## src/design/router_cfg_pkg.sv

```systemverilog
// Router configuration constants: port count and default FIFO and watchdog sizing
package router_cfg_pkg;

  // Output ports served by the router
  localparam int NUM_PORTS = 3;

  // Bytes held per port FIFO, a power of two
  localparam int DEFAULT_FIFO_DEPTH = 16;

  // Stalled cycles before a port is flushed
  localparam int DEFAULT_IDLE_LIMIT = 30;

endpackage

```

## src/design/router_pkt_pkg.sv

```systemverilog
// Packet format types shared by the router: bus byte, port code and header layout
package router_pkt_pkg;

  typedef logic [7:0] data_byte_t;

  // Destination code, ports 0 to 2 plus the discard code
  typedef logic [1:0] port_code_t;

  // Payload byte count carried in the header
  typedef logic [5:0] pkt_len_t;

  localparam port_code_t PORT_DISCARD = 2'd3;

  typedef struct packed {
    pkt_len_t   length;
    port_code_t dest;
  } header_fields_t;

  // Same byte seen as raw data for parity or as decoded fields
  typedef union packed {
    data_byte_t     raw;
    header_fields_t fields;
  } header_t;

endpackage

```

## src/design/idle_watchdog.sv

```systemverilog
// Idle watchdog that flushes a port whose reader leaves valid data unread for too long
`timescale 1ns/1ns

module idle_watchdog
  import router_cfg_pkg::*;
#(
  parameter int IDLE_LIMIT = DEFAULT_IDLE_LIMIT
)
(
  input  logic clock,
  input  logic resetn,
  input  logic valid_out,
  input  logic read_enb,
  output logic flush
);

  localparam int CNT_W = $clog2(IDLE_LIMIT);

  logic [CNT_W-1:0] idle_cnt;
  logic             stalled;

  assign stalled = valid_out && !read_enb;

  // Fires on the IDLE_LIMIT-th stalled cycle in a row
  assign flush = stalled && (idle_cnt == CNT_W'(IDLE_LIMIT - 1));

  always_ff @(posedge clock)
  begin
    if (!resetn)
      idle_cnt <= '0;
    else if (!stalled || flush)
      idle_cnt <= '0;
    else
      idle_cnt <= idle_cnt + 1'b1;
  end

  // Flushed port shows no data on the next cycle
  a_empty_after_flush: assert property (@(posedge clock) disable iff (!resetn)
    flush |=> !valid_out);

endmodule

```

## src/design/packet_control.sv

```systemverilog
// Packet control: decodes the header, steers each byte to its port FIFO and drives busy
`timescale 1ns/1ns

module packet_control
  import router_pkt_pkg::*;
  import router_cfg_pkg::*;
(
  input  logic                 clock,
  input  logic                 resetn,
  input  data_byte_t           data_in,
  input  logic                 pkt_valid,
  input  logic [NUM_PORTS-1:0] fifo_empty,
  input  logic [NUM_PORTS-1:0] fifo_full,
  input  logic [NUM_PORTS-1:0] flush,
  output logic                 busy,
  output logic [NUM_PORTS-1:0] write_enb,
  output data_byte_t           write_data,
  output logic                 hdr_accept,
  output logic                 payload_accept,
  output logic                 parity_accept
);

  typedef enum logic [1:0] {
    ST_IDLE,
    ST_WAIT_EMPTY,
    ST_LOAD,
    ST_DISCARD
  } state_t;

  state_t     state;
  state_t     state_next;
  header_t    hdr_in;
  header_t    hdr_held;
  port_code_t target;
  port_code_t write_port;
  pkt_len_t   remaining;
  logic       write_req;

  assign hdr_in = header_t'(data_in);

  always_comb
  begin
    state_next     = state;
    busy           = 1'b0;
    write_req      = 1'b0;
    write_port     = target;
    write_data     = data_in;
    hdr_accept     = 1'b0;
    payload_accept = 1'b0;
    parity_accept  = 1'b0;
    case (state)
      ST_IDLE:
        if (pkt_valid)
        begin
          if (hdr_in.fields.dest == PORT_DISCARD)
            state_next = ST_DISCARD;
          else
          begin
            hdr_accept = 1'b1;
            // Header goes straight in only when the port has drained
            if (fifo_empty[hdr_in.fields.dest])
            begin
              write_req  = 1'b1;
              write_port = hdr_in.fields.dest;
              state_next = ST_LOAD;
            end
            else
              state_next = ST_WAIT_EMPTY;
          end
        end
      ST_WAIT_EMPTY:
      begin
        busy       = 1'b1;
        write_data = hdr_held.raw;
        if (fifo_empty[target])
        begin
          write_req  = 1'b1;
          state_next = ST_LOAD;
        end
      end
      ST_LOAD:
      begin
        busy = fifo_full[target];
        // Port flushed under us, drop the rest of the packet
        if (flush[target])
          state_next = ST_DISCARD;
        else if (pkt_valid && !fifo_full[target])
        begin
          write_req = 1'b1;
          if (remaining == '0)
          begin
            parity_accept = 1'b1;
            state_next    = ST_IDLE;
          end
          else
            payload_accept = 1'b1;
        end
      end
      ST_DISCARD:
        if (!pkt_valid)
          state_next = ST_IDLE;
      default:
        state_next = ST_IDLE;
    endcase
  end

  always_comb
  begin
    for (int i = 0; i < NUM_PORTS; i++)
      write_enb[i] = write_req && (write_port == port_code_t'(i));
  end

  always_ff @(posedge clock)
  begin
    if (!resetn)
      state <= ST_IDLE;
    else
      state <= state_next;
  end

  // Target, held header and byte count of the packet in flight
  always_ff @(posedge clock)
  begin
    if (hdr_accept)
    begin
      target    <= hdr_in.fields.dest;
      remaining <= hdr_in.fields.length;
      hdr_held  <= hdr_in;
    end
    else if (payload_accept)
      remaining <= remaining - 1'b1;
  end

  // One port at a time, and never into a FIFO that reports full
  a_write_onehot: assert property (@(posedge clock) disable iff (!resetn)
    $onehot0(write_enb) && ((write_enb & fifo_full) == '0));

endmodule

```

## src/design/packet_router.sv

```systemverilog
// Packet router top: one byte input steered into three output FIFOs with idle flush
`timescale 1ns/1ns

module packet_router
  import router_pkt_pkg::*;
  import router_cfg_pkg::*;
#(
  parameter int FIFO_DEPTH = DEFAULT_FIFO_DEPTH,
  parameter int IDLE_LIMIT = DEFAULT_IDLE_LIMIT
)
(
  input  logic       clock,
  input  logic       resetn,
  input  data_byte_t data_in,
  input  logic       pkt_valid,
  input  logic       read_enb_0,
  input  logic       read_enb_1,
  input  logic       read_enb_2,
  output data_byte_t data_out_0,
  output data_byte_t data_out_1,
  output data_byte_t data_out_2,
  output logic       valid_out_0,
  output logic       valid_out_1,
  output logic       valid_out_2,
  output logic       busy,
  output logic       error
);

  logic [NUM_PORTS-1:0] write_enb;
  data_byte_t           write_data;
  logic [NUM_PORTS-1:0] fifo_empty;
  logic [NUM_PORTS-1:0] fifo_full;
  logic [NUM_PORTS-1:0] flush;
  logic [NUM_PORTS-1:0] port_valid;
  logic [NUM_PORTS-1:0] port_read;
  data_byte_t           port_data [NUM_PORTS];
  logic                 hdr_accept;
  logic                 payload_accept;
  logic                 parity_accept;

  assign port_read = {read_enb_2, read_enb_1, read_enb_0};

  assign data_out_0  = port_data[0];
  assign data_out_1  = port_data[1];
  assign data_out_2  = port_data[2];
  assign valid_out_0 = port_valid[0];
  assign valid_out_1 = port_valid[1];
  assign valid_out_2 = port_valid[2];

  packet_control packet_control_inst (
    .clock          (clock),
    .resetn         (resetn),
    .data_in        (data_in),
    .pkt_valid      (pkt_valid),
    .fifo_empty     (fifo_empty),
    .fifo_full      (fifo_full),
    .flush          (flush),
    .busy           (busy),
    .write_enb      (write_enb),
    .write_data     (write_data),
    .hdr_accept     (hdr_accept),
    .payload_accept (payload_accept),
    .parity_accept  (parity_accept)
  );

  parity_checker parity_checker_inst (
    .clock          (clock),
    .resetn         (resetn),
    .data_in        (data_in),
    .hdr_accept     (hdr_accept),
    .payload_accept (payload_accept),
    .parity_accept  (parity_accept),
    .error          (error)
  );

  // One FIFO and one watchdog per output port
  for (genvar i = 0; i < NUM_PORTS; i++)
  begin : g_port
    port_fifo #(
      .FIFO_DEPTH (FIFO_DEPTH)
    ) port_fifo_inst (
      .clock      (clock),
      .resetn     (resetn),
      .flush      (flush[i]),
      .write_enb  (write_enb[i]),
      .write_data (write_data),
      .read_enb   (port_read[i]),
      .data_out   (port_data[i]),
      .valid_out  (port_valid[i]),
      .empty      (fifo_empty[i]),
      .full       (fifo_full[i])
    );

    idle_watchdog #(
      .IDLE_LIMIT (IDLE_LIMIT)
    ) idle_watchdog_inst (
      .clock     (clock),
      .resetn    (resetn),
      .valid_out (port_valid[i]),
      .read_enb  (port_read[i]),
      .flush     (flush[i])
    );
  end

endmodule

```

## src/design/parity_checker.sv

```systemverilog
// Parity checker: XOR of header and payload compared against the trailing parity byte
`timescale 1ns/1ns

module parity_checker
  import router_pkt_pkg::*;
(
  input  logic       clock,
  input  logic       resetn,
  input  data_byte_t data_in,
  input  logic       hdr_accept,
  input  logic       payload_accept,
  input  logic       parity_accept,
  output logic       error
);

  data_byte_t parity_acc;

  // Running XOR, restarted by each header
  always_ff @(posedge clock)
  begin
    if (hdr_accept)
      parity_acc <= data_in;
    else if (payload_accept)
      parity_acc <= parity_acc ^ data_in;
  end

  // Result holds until the next header is taken
  always_ff @(posedge clock)
  begin
    if (!resetn)
      error <= 1'b0;
    else if (hdr_accept)
      error <= 1'b0;
    else if (parity_accept)
      error <= (parity_acc != data_in);
  end

  // A header always comes before the parity byte it is checked against
  a_parity_after_header: assert property (@(posedge clock) disable iff (!resetn)
    hdr_accept |=> !parity_accept);

endmodule

```

## src/design/port_fifo.sv

```systemverilog
// Show-ahead synchronous byte FIFO that buffers one output port and clears on flush
`timescale 1ns/1ns

module port_fifo
  import router_pkt_pkg::*;
  import router_cfg_pkg::*;
#(
  parameter int FIFO_DEPTH = DEFAULT_FIFO_DEPTH
)
(
  input  logic       clock,
  input  logic       resetn,
  input  logic       flush,
  input  logic       write_enb,
  input  data_byte_t write_data,
  input  logic       read_enb,
  output data_byte_t data_out,
  output logic       valid_out,
  output logic       empty,
  output logic       full
);

  localparam int PTR_W = $clog2(FIFO_DEPTH);

  data_byte_t       mem [FIFO_DEPTH];
  logic [PTR_W-1:0] wr_ptr;
  logic [PTR_W-1:0] rd_ptr;
  logic [PTR_W:0]   count;
  logic             push;
  logic             pop;

  assign empty     = (count == '0);
  assign full      = (count == (PTR_W + 1)'(FIFO_DEPTH));
  assign valid_out = !empty;
  assign data_out  = mem[rd_ptr];

  assign push = write_enb && !full;
  assign pop  = read_enb && !empty;

  always_ff @(posedge clock)
  begin
    if (push)
      mem[wr_ptr] <= write_data;
  end

  // Pointers wrap on their own since the depth is a power of two
  always_ff @(posedge clock)
  begin
    if (!resetn || flush)
    begin
      wr_ptr <= '0;
      rd_ptr <= '0;
      count  <= '0;
    end
    else
    begin
      if (push)
        wr_ptr <= wr_ptr + 1'b1;
      if (pop)
        rd_ptr <= rd_ptr + 1'b1;
      case ({push, pop})
        2'b10:   count <= count + 1'b1;
        2'b01:   count <= count - 1'b1;
        default: count <= count;
      endcase
    end
  end

  // Control must hold off writes to a full port
  a_no_overflow: assert property (@(posedge clock) disable iff (!resetn)
    !(write_enb && full));

endmodule

```

## config.mk

```make
export PLATFORM = sky130hd
export DESIGN_NAME = packet_router
export DESIGN_NICKNAME = d
export VERILOG_FILES = /design/src/design/router_cfg_pkg.sv /design/src/design/router_pkt_pkg.sv /design/src/design/idle_watchdog.sv /design/src/design/packet_control.sv /design/src/design/packet_router.sv /design/src/design/parity_checker.sv /design/src/design/port_fifo.sv
export SDC_FILE = /design/constraint.sdc
export NUM_CORES = 1
export LEC_CHECK = 0
export BUFFER_PORTS_ARGS = -buffer_cell sky130_fd_sc_hd__buf_2
export CAP_MARGIN = 20
export CORE_ASPECT_RATIO = 1.4
export CORE_UTILIZATION = 35
export CTS_CLUSTER_DIAMETER = 60
export DETAILED_ROUTE_END_ITERATION = 8
export PLACE_DENSITY = 0.6
export SETUP_SLACK_MARGIN = 0.3
export SKIP_CTS_REPAIR_TIMING = 1
export SLEW_MARGIN = 10
export SYNTH_ARGS = -nofsm -noshare
export SYNTH_HDL_FRONTEND = slang
export SYNTH_SLANG_ARGS = --single-unit
```

## constraint.sdc

```tcl
create_clock -name clock -period 5.1 [get_ports clock]
set_input_delay 0.765 -clock clock [delete_from_list [all_inputs] [get_ports clock]]
set_output_delay 0.765 -clock clock [all_outputs]
set_load 0.005 [all_outputs]
```

Word level (Yosys, flattened, before mapping) --
Memories as Yosys holds them, arrays and structs flattened. A register that Yosys moved wholly into a read port is not among the register bits. Cells that the tools add are included.
Storage, ports and cells: bits of input ports 14, flip-flop bits (word level) 81, memories 3, memory bits (writable) 384, output and inout bits 29, logic and storage cells 176
Operators by class: $lt $le $gt $ge 2, bitwise logic cells 2, mux-type cells 60, eq/ne operators 24, $add $sub $neg 16, reductions and logical operators 51
Memories:
- g_port[0].port_fifo_inst.mem | words 16, width 8, rd ports 1, clocked after memory_dff 1, wr ports 1, line port_fifo.sv:25 | data_byte_t mem [FIFO_DEPTH];
- g_port[1].port_fifo_inst.mem | words 16, width 8, rd ports 1, clocked after memory_dff 1, wr ports 1, line port_fifo.sv:25
- g_port[2].port_fifo_inst.mem | words 16, width 8, rd ports 1, clocked after memory_dff 1, wr ports 1, line port_fifo.sv:25
Operators by type and width (count):
- 5-bit by 1-bit adder with 5-bit output (second input constant) | 6
- 5-bit == test (second input constant) | 6
- 5-bit case mux with 2 select lines | 3
- 1-bit 2-to-1 mux | 27
- 4-bit by 1-bit adder with 4-bit output (second input constant) | 6
- 2-bit 2-to-1 mux | 12
- 4-bit 2-to-1 mux | 6
- 8-bit 2-to-1 mux | 3
- 1-bit logical AND | 16
- 5-bit zero test | 3
- 5-bit by 1-bit subtractor with 5-bit output (second input constant) | 3
- 2-bit == test (second input constant) | 7
- 1-bit zero test | 14
- 6-bit 2-to-1 mux | 2
- 2-bit by 1-bit == test with 1-bit output (second input constant) | 5
- 1-bit binary-select mux with 2-bit select | 4
- 8-bit != test | 1
- 2-bit case mux with 4 select lines | 1
- 2-bit nonzero test | 4
- 2-bit OR reduction | 4
- 8-bit bitwise XOR | 1
- 6-bit zero test | 1
- 1-bit logical OR | 6
- 2-bit by 3-bit < comparator with 1-bit output (second input constant) | 2
- other kinds (9) | 12

Longest topological paths before layout --
Gate-level depths: netlist of run 1.
depth in word-level cells 12, mapped depth 20, mapped depth without buffers 17

By module --
A second synthesis of run 1 with hierarchy kept.
Unflattened totals: cells, all modules 1202, area total of the unflattened synthesis 19817.8 um^2
Modules (own cells, without submodules):
- port_fifo at g_port[1].port_fifo_inst ... | seq. area each 4184.0 um^2, times used 2, area an instance 5830.6 um^2, cells each 326
- port_fifo at g_port[0].port_fifo_inst | seq. area each 4184.0 um^2, times used 1, area an instance 5856.9 um^2, cells each 330
- packet_control | seq. area each 460.4 um^2, times used 1, area an instance 1149.9 um^2, cells each 117
- idle_watchdog | seq. area each 100.1 um^2, times used 3, area an instance 224.0 um^2, cells each 21
- parity_checker | seq. area each 260.2 um^2, times used 1, area an instance 478.0 um^2, cells each 40

Least setup slack after synthesis of run 1 --
No wires, ideal clock.
path kind input to register, start input data_in[1], end register g_port[2].port_fifo_inst.count[4], buffers on the path 3, setup time 0.070 ns, data arrival time 4.017 ns, data required time 5.030 ns, path slack 1.013 ns, stages on the path 17, path through buf_1 nor4b_2 mux2i_1 a211o_1 nor3_2 buf_2 inv_1 ha_1 clkbuf_1 xor2_1 ha_1 o21a_1 o22a_1 a21oi_1 xor2_1 or3_1 a21oi_1
Between the ends: cells in the longest elaborated chain, start to end 11, elaborated cells on any way between the ends 18, those cells by class eq/ne: 4; mux: 11; reduce/logical: 3
Ends and longest elaborated chain:
- start, declared | line packet_router.sv:14 | input data_byte_t data_in,
- 1-bit binary-select mux with 2-bit select | line packet_control.sv:61 | if (fifo_empty[hdr_in.fields.dest])
- 1-bit 2-to-1 mux (implied by the code) | line packet_control.sv:61
- 2-bit 2-to-1 mux | line packet_control.sv:61
- 2-bit 2-to-1 mux | line packet_control.sv:55 | if (hdr_in.fields.dest == PORT_DISCARD)
- 2-bit 2-to-1 mux | line packet_control.sv:53 | if (pkt_valid)
- 2-bit 2-to-1 mux | line packet_control.sv:51 | case (state)
- 2-bit == test | line packet_control.sv:110 | write_enb[i] = write_req && (write_port == port_code_t'(i));
- 1-bit logical AND (*) | line packet_control.sv:110
- 1-bit logical AND (*) | line port_fifo.sv:37 | assign push = write_enb && !full;
- 2-bit by 1-bit == test with 1-bit output or 2-bit == test (tied branches) | line port_fifo.sv:61 | case ({push, pop})
- 5-bit case mux with 2 select lines or 2-bit nonzero test (tied branches)
- end signal, assigned | line port_fifo.sv:62 | 2'b10: count <= count + 1'b1;
- end signal, assigned | line port_fifo.sv:63 | 2'b01: count <= count - 1'b1;
- end signal, assigned | line port_fifo.sv:64 | default: count <= count;
- end, declared | line port_fifo.sv:28 | logic [PTR_W:0] count;
Mark *: on every way between the ends. The rest lies on a longest branch, timed or not. The select of a mux whose other input is x is not followed. A chain may end at the register's enable or synchronous reset.

Worst setup path after layout of run 1 --
start register packet_control_inst.state[0], end register g_port[1].port_fifo_inst.count[4]
Between the ends: cells in the longest elaborated chain, start to end 7, elaborated cells on any way between the ends 12, those cells by class eq/ne: 5; mux: 3; reduce/logical: 4
Ends and longest elaborated chain:
- start, declared | line packet_control.sv:30 | state_t state;
- start signal, assigned | line packet_control.sv:118 | state <= state_next;
- 2-bit zero test | line packet_control.sv:51
- 2-bit 2-to-1 mux | line packet_control.sv:51
- 2-bit by 1-bit == test with 1-bit output | line packet_control.sv:110
- 1-bit logical AND (*) | line packet_control.sv:110
- 1-bit logical AND (*) | line port_fifo.sv:37
- 2-bit by 1-bit == test with 1-bit output or 2-bit == test (tied branches) | line port_fifo.sv:61
- 5-bit case mux with 2 select lines or 2-bit nonzero test (tied branches)
- end signal, assigned | line port_fifo.sv:62
- end signal, assigned | line port_fifo.sv:63
- end signal, assigned | line port_fifo.sv:64
- end, declared | line port_fifo.sv:28
Mark *: on every way between the ends. The rest lies on a longest branch, timed or not.

==> results.py, run 1 <==
metrics = {
    "outcome": {
        "outcome": "finished, final reports clean",
    },
    "placed_design": {
        "dp_cells": 1886,
        "dp_hpwl_mm": 25.5,
        "dp_slack_ps": 719,
        "port_buffers": 42,
        "dpl_cell_area_mm2": 0.0210,
        "gp_congestion": 0.804,
    },
    "power": {
        "peakVddDrop_mv": 0.263,
        "p_total_mw": 10.5,
        "p_leak_nw": 7.35,
        "powerDensity_mw_per_mm2": 467,
    },
    "logic_synthesis": {
        "yosysWarnings": 0,
        "netlist.area_leader.share": 0.612,
        "synth_common_cells": "edfxtp_1, mux4_2, nor2_1",
        "ys_types": 65,
        "ys_ff_latch": 475,
        "syn_nets": 1198,
        "synth_area_mm2": 0.0199,
        "yosysMostFrequentCell": "edfxtp_1",
        "yosysTopAreaCell": "edfxtp_1",
        "yosys-top-cells-area": "edfxtp_1, mux4_2, dfxtp_1, ha_1, xor2_1",
        "synth.yosys.seq_area_share": 0.681,
        "syn_area_per_cell_um2": 17.4,
        "synth_edf_count": 406,
        "synth_cells": 1145,
        "async_reset_ff_frac": 0,
        "ys.flop_type": "edfxtp_1",
    },
    "critical_path": {
        "crit_start": "packet_control_inst.state[0]$_SDFFE_PN0P_",
        "cp_max_fo": 13,
        "reg2reg_from": "packet_control_inst.state[0]$_SDFFE_PN0P_",
        "critPathMaxStageDelay_ps": 620,
        "critPathTopFamily": "simple AND/OR/NAND/NOR gates",
        "cp_common_cell": "ha_1",
        "crit_path_top_delay_cell": "mux2i_1",
        "path_class": "flop to flop",
        "start_kind": "flop",
        "arrival_ps": 4820,
        "path_cells": "inv_1 -> ha_1 -> nand2_1 -> mux2i_1 -> nand4_1 -> nor2_1 -> buf_4 -> inv_1 -> ha_1 -> xor2_1 -> ha_1 -> o21a_1 -> o22a_1 -> a21oi_1 -> xor2_1 -> or3_1 -> a21oi_1",
        "worstPathRequired_ps": 5590,
        "critPathCaptureType": "flop",
        "cp.buffers_inverters": 3,
    },
    "floorplan": {
        "coreArea_mm2": 0.0563,
        "die_h_um": 284,
        "fp-row-count": 103,
        "dieWidth_um": 204,
        "start_util": 0.354,
        "dieArea_mm2": 0.0579,
        "ios": 43,
    },
    "timing": {
        "timing.hold.ws_ps": 471,
        "slew_headroom": 0.266,
        "period_needed_ps": 4330,
        "tightest_slew_ps": 1100,
        "timing.final.ws_setup_ps": 768,
        "finalMaxSlewViolations": 0,
        "skew_ps": 15.1,
        "hold_violations": 0,
        "rsz0062_at_grt": "false",
        "max_freq_mhz": 231,
        "finalSetupTns_ps": 0,
        "setup_viol": 0,
        "period_share": 0.849,
    },
    "grt": {
        "grt_pass1_wl_mm": 62.3,
        "antenna_found_initial": 1,
        "grt_pass1_vias": 10300,
        "grt_usage": 0.141,
        "grt_overflow_total": 0,
        "grt_start_max_net_pins": 49,
    },
    "clock_network": {
        "cts_sinks": 475,
        "cts_tree": "done",
        "clkTransAtPathRegs_ps": 60,
        "cts.path.max_buffers": 3,
        "h-tree-depth": 2,
        "clk_latency_ps": 560,
        "clockRootBuffer": "clkbuf_16",
        "numCtsBuffers": 46,
    },
    "drt": {
        "firstDrtPassIters": 5,
        "num_vias": 9965,
        "viasPerCell": 5.06,
        "ant_nets": 0,
        "drtIter0Drc": 694,
        "wire_per_inst_um": 20.3,
        "routed_wl_mm": 40.0,
        "drc": 0,
    },
    "layout": {
        "instances_no_fill": 1970,
        "n_antenna_cell": 0,
        "seq_area_mm2": 0.0136,
        "area_growth_pct": 13.3,
        "fill_cells": 4964,
        "multiInputGateArea_mm2": 0.00596,
        "final_core_util": 0.401,
        "drive_gt1_frac": 0.249,
        "nets": 1252,
        "final_cell_area_mm2": 0.0226,
    },
    "job": {
        "drv_cap": 0,
    },
    "worst_hold_path": {
        "hold_path.class": "flop to flop",
        "worstHoldStart": "g_port[1].idle_watchdog_inst.idle_cnt[0]$_SDFF_PP0_",
    },
}
final timing paths:
kind	to	slack, ps	cells past startpoint
worst min register to register	g_port[1].idle_watchdog_inst.idle_cnt[0]$_SDFF_PP0_	470	1
worst min-delay path	g_port[1].idle_watchdog_inst.idle_cnt[0]$_SDFF_PP0_	470	1
worst max register to register	g_port[1].port_fifo_inst.count[4]$_SDFFE_PP0P_	770	17
worst max-delay path	g_port[1].port_fifo_inst.count[4]$_SDFFE_PP0P_	770	17
metal layers:
layer  up-vias  routed length (um)  GRT usage
met5         -                   8          0
met4         2                 926     0.0436
met1      5100               16800      0.180
met2       186               20800      0.247
met3        53                1480     0.0185
li1       4624                   -          -
logic make-up (layout without fill, tap and decap cells):
family / count (synthesis) / count (layout) / synth area share
buf+inv: 94 / 184 / 0.0197
simple gates: 248 / 248 / 0.0685
flops: 475 / 475 / 0.681
xor+xnor: 52 / 52 / 0.0229
fa+ha+maj: 39 / 39 / 0.0245
mux: 143 / 143 / 0.148
compound gates: 94 / 94 / 0.0352
cells in the final DEF (no fill, tap or decap), types with 5 or more instances in the layout:
cell       instances
a21boi_0           5
a21oi_1           24
and2_1             7
and3_1            26
and4_1             7
buf_2             42
buf_4             23
bufinv_16          7
clkbuf_16         47
clkinv_2          13
dfxtp_1           65
edfxtp_1         406
ha_1              39
inv_1             34
mux2_2            10
mux2i_1           13
mux4_2           120
nand2_1           42
nand2b_1           5
nand3_1           21
nand4_1           13
nor2_1            71
nor3_1            10
nor3b_1            5
nor4_1             6
nor4b_2            6
o21ai_0           19
o31ai_1            5
or3_1              5
xnor2_1           19
xor2_1            33
flip-flops by register name (all words and copies together), names as in the netlist, named ones only:
signal and count:
g_port.port_fifo_inst.mem 384, packet_control_inst.state 2, packet_control_inst.hdr_held 7, packet_control_inst.remaining 6
g_port.idle_watchdog_inst.idle_cnt 15, g_port.port_fifo_inst.count 15, g_port.port_fifo_inst.wr_ptr 12, packet_control_inst.target 1
g_port.port_fifo_inst.rd_ptr 12, parity_checker_inst.parity_acc 8, parity_checker_inst.error 1
worst register-to-register path, cell delays in order, from the launching register on:
cell and delay [ps]:
dfxtp_1 400, inv_1 80, ha_1 290, nand2_1 280, mux2i_1 620, nand4_1 350
nor2_1 180, buf_4 180, inv_1 70, ha_1 300, xor2_1 190, ha_1 240
o21a_1 180, o22a_1 190, a21oi_1 170, xor2_1 90, or3_1 310, a21oi_1 140
area by class of cell:
cell class / count / area share
multi-input combinational: 576 / 0.264
inverter: 35 / 0.00582
clock inverter: 31 / 0.0163
tap: 735 / 0.0407
timing repair buffer: 65 / 0.0170
sequential: 475 / 0.602
clock buffer: 53 / 0.0544
power by group:
| part | switching (mW) | internal, mW |
|---|---|---|
| clock | 1.48 | 2.10 |
| sequential | 0.240 | 4.63 |
| combinational | 1.16 | 0.936 |
| total | 2.88 | 7.66 |
(Power assumes the default switching activity.)
==> run 2, diff against run 1 <==
PLACE_DENSITY = 0.61   (was 0.6)
clock period = 3.6 ns   (was 5.1 ns; I/O delays follow)
==> run 2 against run 1 <==
The flow now finishes with violations (setup timing). Flip-flop and latch count did not move. Cell area grew 2.4%. Die area unchanged. Power up 44%. Critical path type unchanged. Critical endpoint is now g_port[2].port_fifo_inst.count[4]$_SDFFE_PP0P_. Largest power group unchanged. Highest routed layer is now met4.
==> results.py, run 2 (synthesis results as in run 1) <==
metrics = {
    "drt": {
        "viasPerCell": 5.08,
        "drc": 0,
        "firstDrtPassIters": 5,
        "ant_nets": 0,
        "wire_per_inst_um": 20.5,
        "routed_wl_mm": 41.4,
        "drtIter0Drc": 649,
        "num_vias": 10300,
    },
    "grt": {
        "grt_pass1_wl_mm": 63.8,
        "grt_overflow_total": 0,
        "grt_start_max_net_pins": 49,
        "grt_usage": 0.145,
        "antenna_found_initial": 1,
        "grt_pass1_vias": 10800,
    },
    "floorplan": {
        "coreArea_mm2": 0.0563,
        "fp-row-count": 103,
        "ios": 43,
        "dieWidth_um": 204,
        "dieArea_mm2": 0.0579,
        "die_h_um": 284,
        "start_util": 0.354,
    },
    "timing": {
        "setup_viol": 1,
        "slew_headroom": 0.267,
        "finalSetupTns_ps": -37.4,
        "skew_ps": 15.3,
        "tightest_slew_ps": 1100,
        "rsz0062_at_grt": "true",
        "period_needed_ps": 3640,
        "hold_violations": 0,
        "finalMaxSlewViolations": 0,
        "max_freq_mhz": 275,
        "timing.final.ws_setup_ps": -37.4,
        "period_share": 1.01,
    },
    "power": {
        "p_leak_nw": 7.56,
        "peakVddDrop_mv": 0.394,
        "powerDensity_mw_per_mm2": 658,
        "p_total_mw": 15.2,
    },
    "critical_path": {
        "worstPathRequired_ps": 4090,
        "cp_common_cell": "a21oi_2",
        "critPathTopFamily": "simple AND/OR/NAND/NOR gates",
        "start_kind": "flop",
        "critPathMaxStageDelay_ps": 590,
        "r2r_cells": 15,
        "cp_max_fo": 3,
        "arrival_ps": 4130,
        "cp_num_cells": 15,
        "crit_path_top_delay_cell": "or4_4",
        "path_cells": "or4_4 -> nor4b_4 -> mux2i_4 -> a211o_1 -> nor3_4 -> inv_4 -> ha_4 -> xor2_2 -> ha_2 -> o21a_1 -> o22a_1 -> a21oi_2 -> xor2_1 -> or3_1 -> a21oi_2",
        "critPathCaptureType": "flop",
        "cp.buffers_inverters": 1,
        "path_class": "flop to flop",
    },
    "placed_design": {
        "dp_hpwl_mm": 26.4,
        "port_buffers": 42,
        "gp_congestion": 0.827,
    },
    "outcome": {
        "outcome": "finished, violations left",
        "violations": "setup timing",
    },
    "clock_network": {
        "clk_latency_ps": 560,
        "h-tree-depth": 2,
        "clockRootBuffer": "clkbuf_16",
        "clkTransAtPathRegs_ps": 60,
        "numCtsBuffers": 45,
        "cts_sinks": 475,
        "cts_tree": "done",
        "cts.path.max_buffers": 3,
    },
    "layout": {
        "final_common_cell": "edfxtp_1",
        "drive_gt1_frac": 0.289,
        "n_antenna_cell": 0,
        "area_growth_pct": 16.1,
        "seq_area_mm2": 0.0136,
        "multiInputGateArea_mm2": 0.00614,
        "reg.largest.list": "g_port.port_fifo_inst.mem x384, g_port.idle_watchdog_inst.idle_cnt x15, g_port.port_fifo_inst.count x15",
        "largest_reg_flops": 384,
        "nets": 1303,
        "top_register": "g_port.port_fifo_inst.mem",
        "fill_cells": 4949,
        "final_core_util": 0.411,
        "final_cell_mix": "edfxtp_1, mux4_2, nor2_1, buf_4, dfxtp_1",
    },
    "worst_hold_path": {
        "hold_path.class": "input port to flop",
        "holdPathStages": 1,
    },
    "job": {
        "drv_cap": 0,
    },
}
[run 2: changes by cell type in the layout (fill, tap and decap cells not counted), sizes merged]
cell | before | now
buf | 65 | 117
clkinvlp | 2 | 1
clkbuf | 53 | 56
bufinv | 7 | 6
clkinv | 19 | 16
[run 2: per-layer routing]
metal	vias up	wire, um	global-route usage
met1	5304	16900	0.176
met5	-	0	0
met4	0	871	0.0397
li1	4730	-	-
met2	183	22100	0.264
met3	53	1490	0.0212
[run 2: area by class of cell]
type | instances | share of cell area
flip-flops and latches | 475 | 0.587
multi-input cells | 576 | 0.266
clock buffers | 56 | 0.0523
well taps | 735 | 0.0398
repair buffers | 117 | 0.0361
clock inverters | 26 | 0.0129
inverters | 35 | 0.00590
[run 2: path summary, 6_finish.rpt]
path / start / end / slack [ps]
min reg2reg: g_port[2].idle_watchdog_inst.idle_cnt[0]$_SDFF_PP0_ / g_port[2].idle_watchdog_inst.idle_cnt[0]$_SDFF_PP0_ / 470
min: data_in[2] / packet_control_inst.hdr_held[2]$_DFFE_PP_ / 250
max: g_port[2].port_fifo_inst.count[3]$_SDFFE_PP0P_ / g_port[2].port_fifo_inst.count[4]$_SDFFE_PP0P_ / -40
max reg2reg: g_port[2].port_fifo_inst.count[3]$_SDFFE_PP0P_ / g_port[2].port_fifo_inst.count[4]$_SDFFE_PP0P_ / -40
[run 2: metrics by stage]
step	cells	hold WS, ps	worst slack, ps	instance area (um^2)
after floorplan	1145	434	-145	20100
after global placement	1935	445	78.8	21500
after detailed placement	1935	459	-30.5	21500
after CTS	2017	224	-36.9	23000
after global routing	2020	241	-157	23100
final	2020	251	-37.4	23100
[run 2: report_power, final]
group	switching, mW	internal [mW]	total (mW)
registers	0.209	6.56	6.76
logic	1.96	1.62	3.57
clock network	2.05	2.83	4.88
total	4.21	11.0	15.2
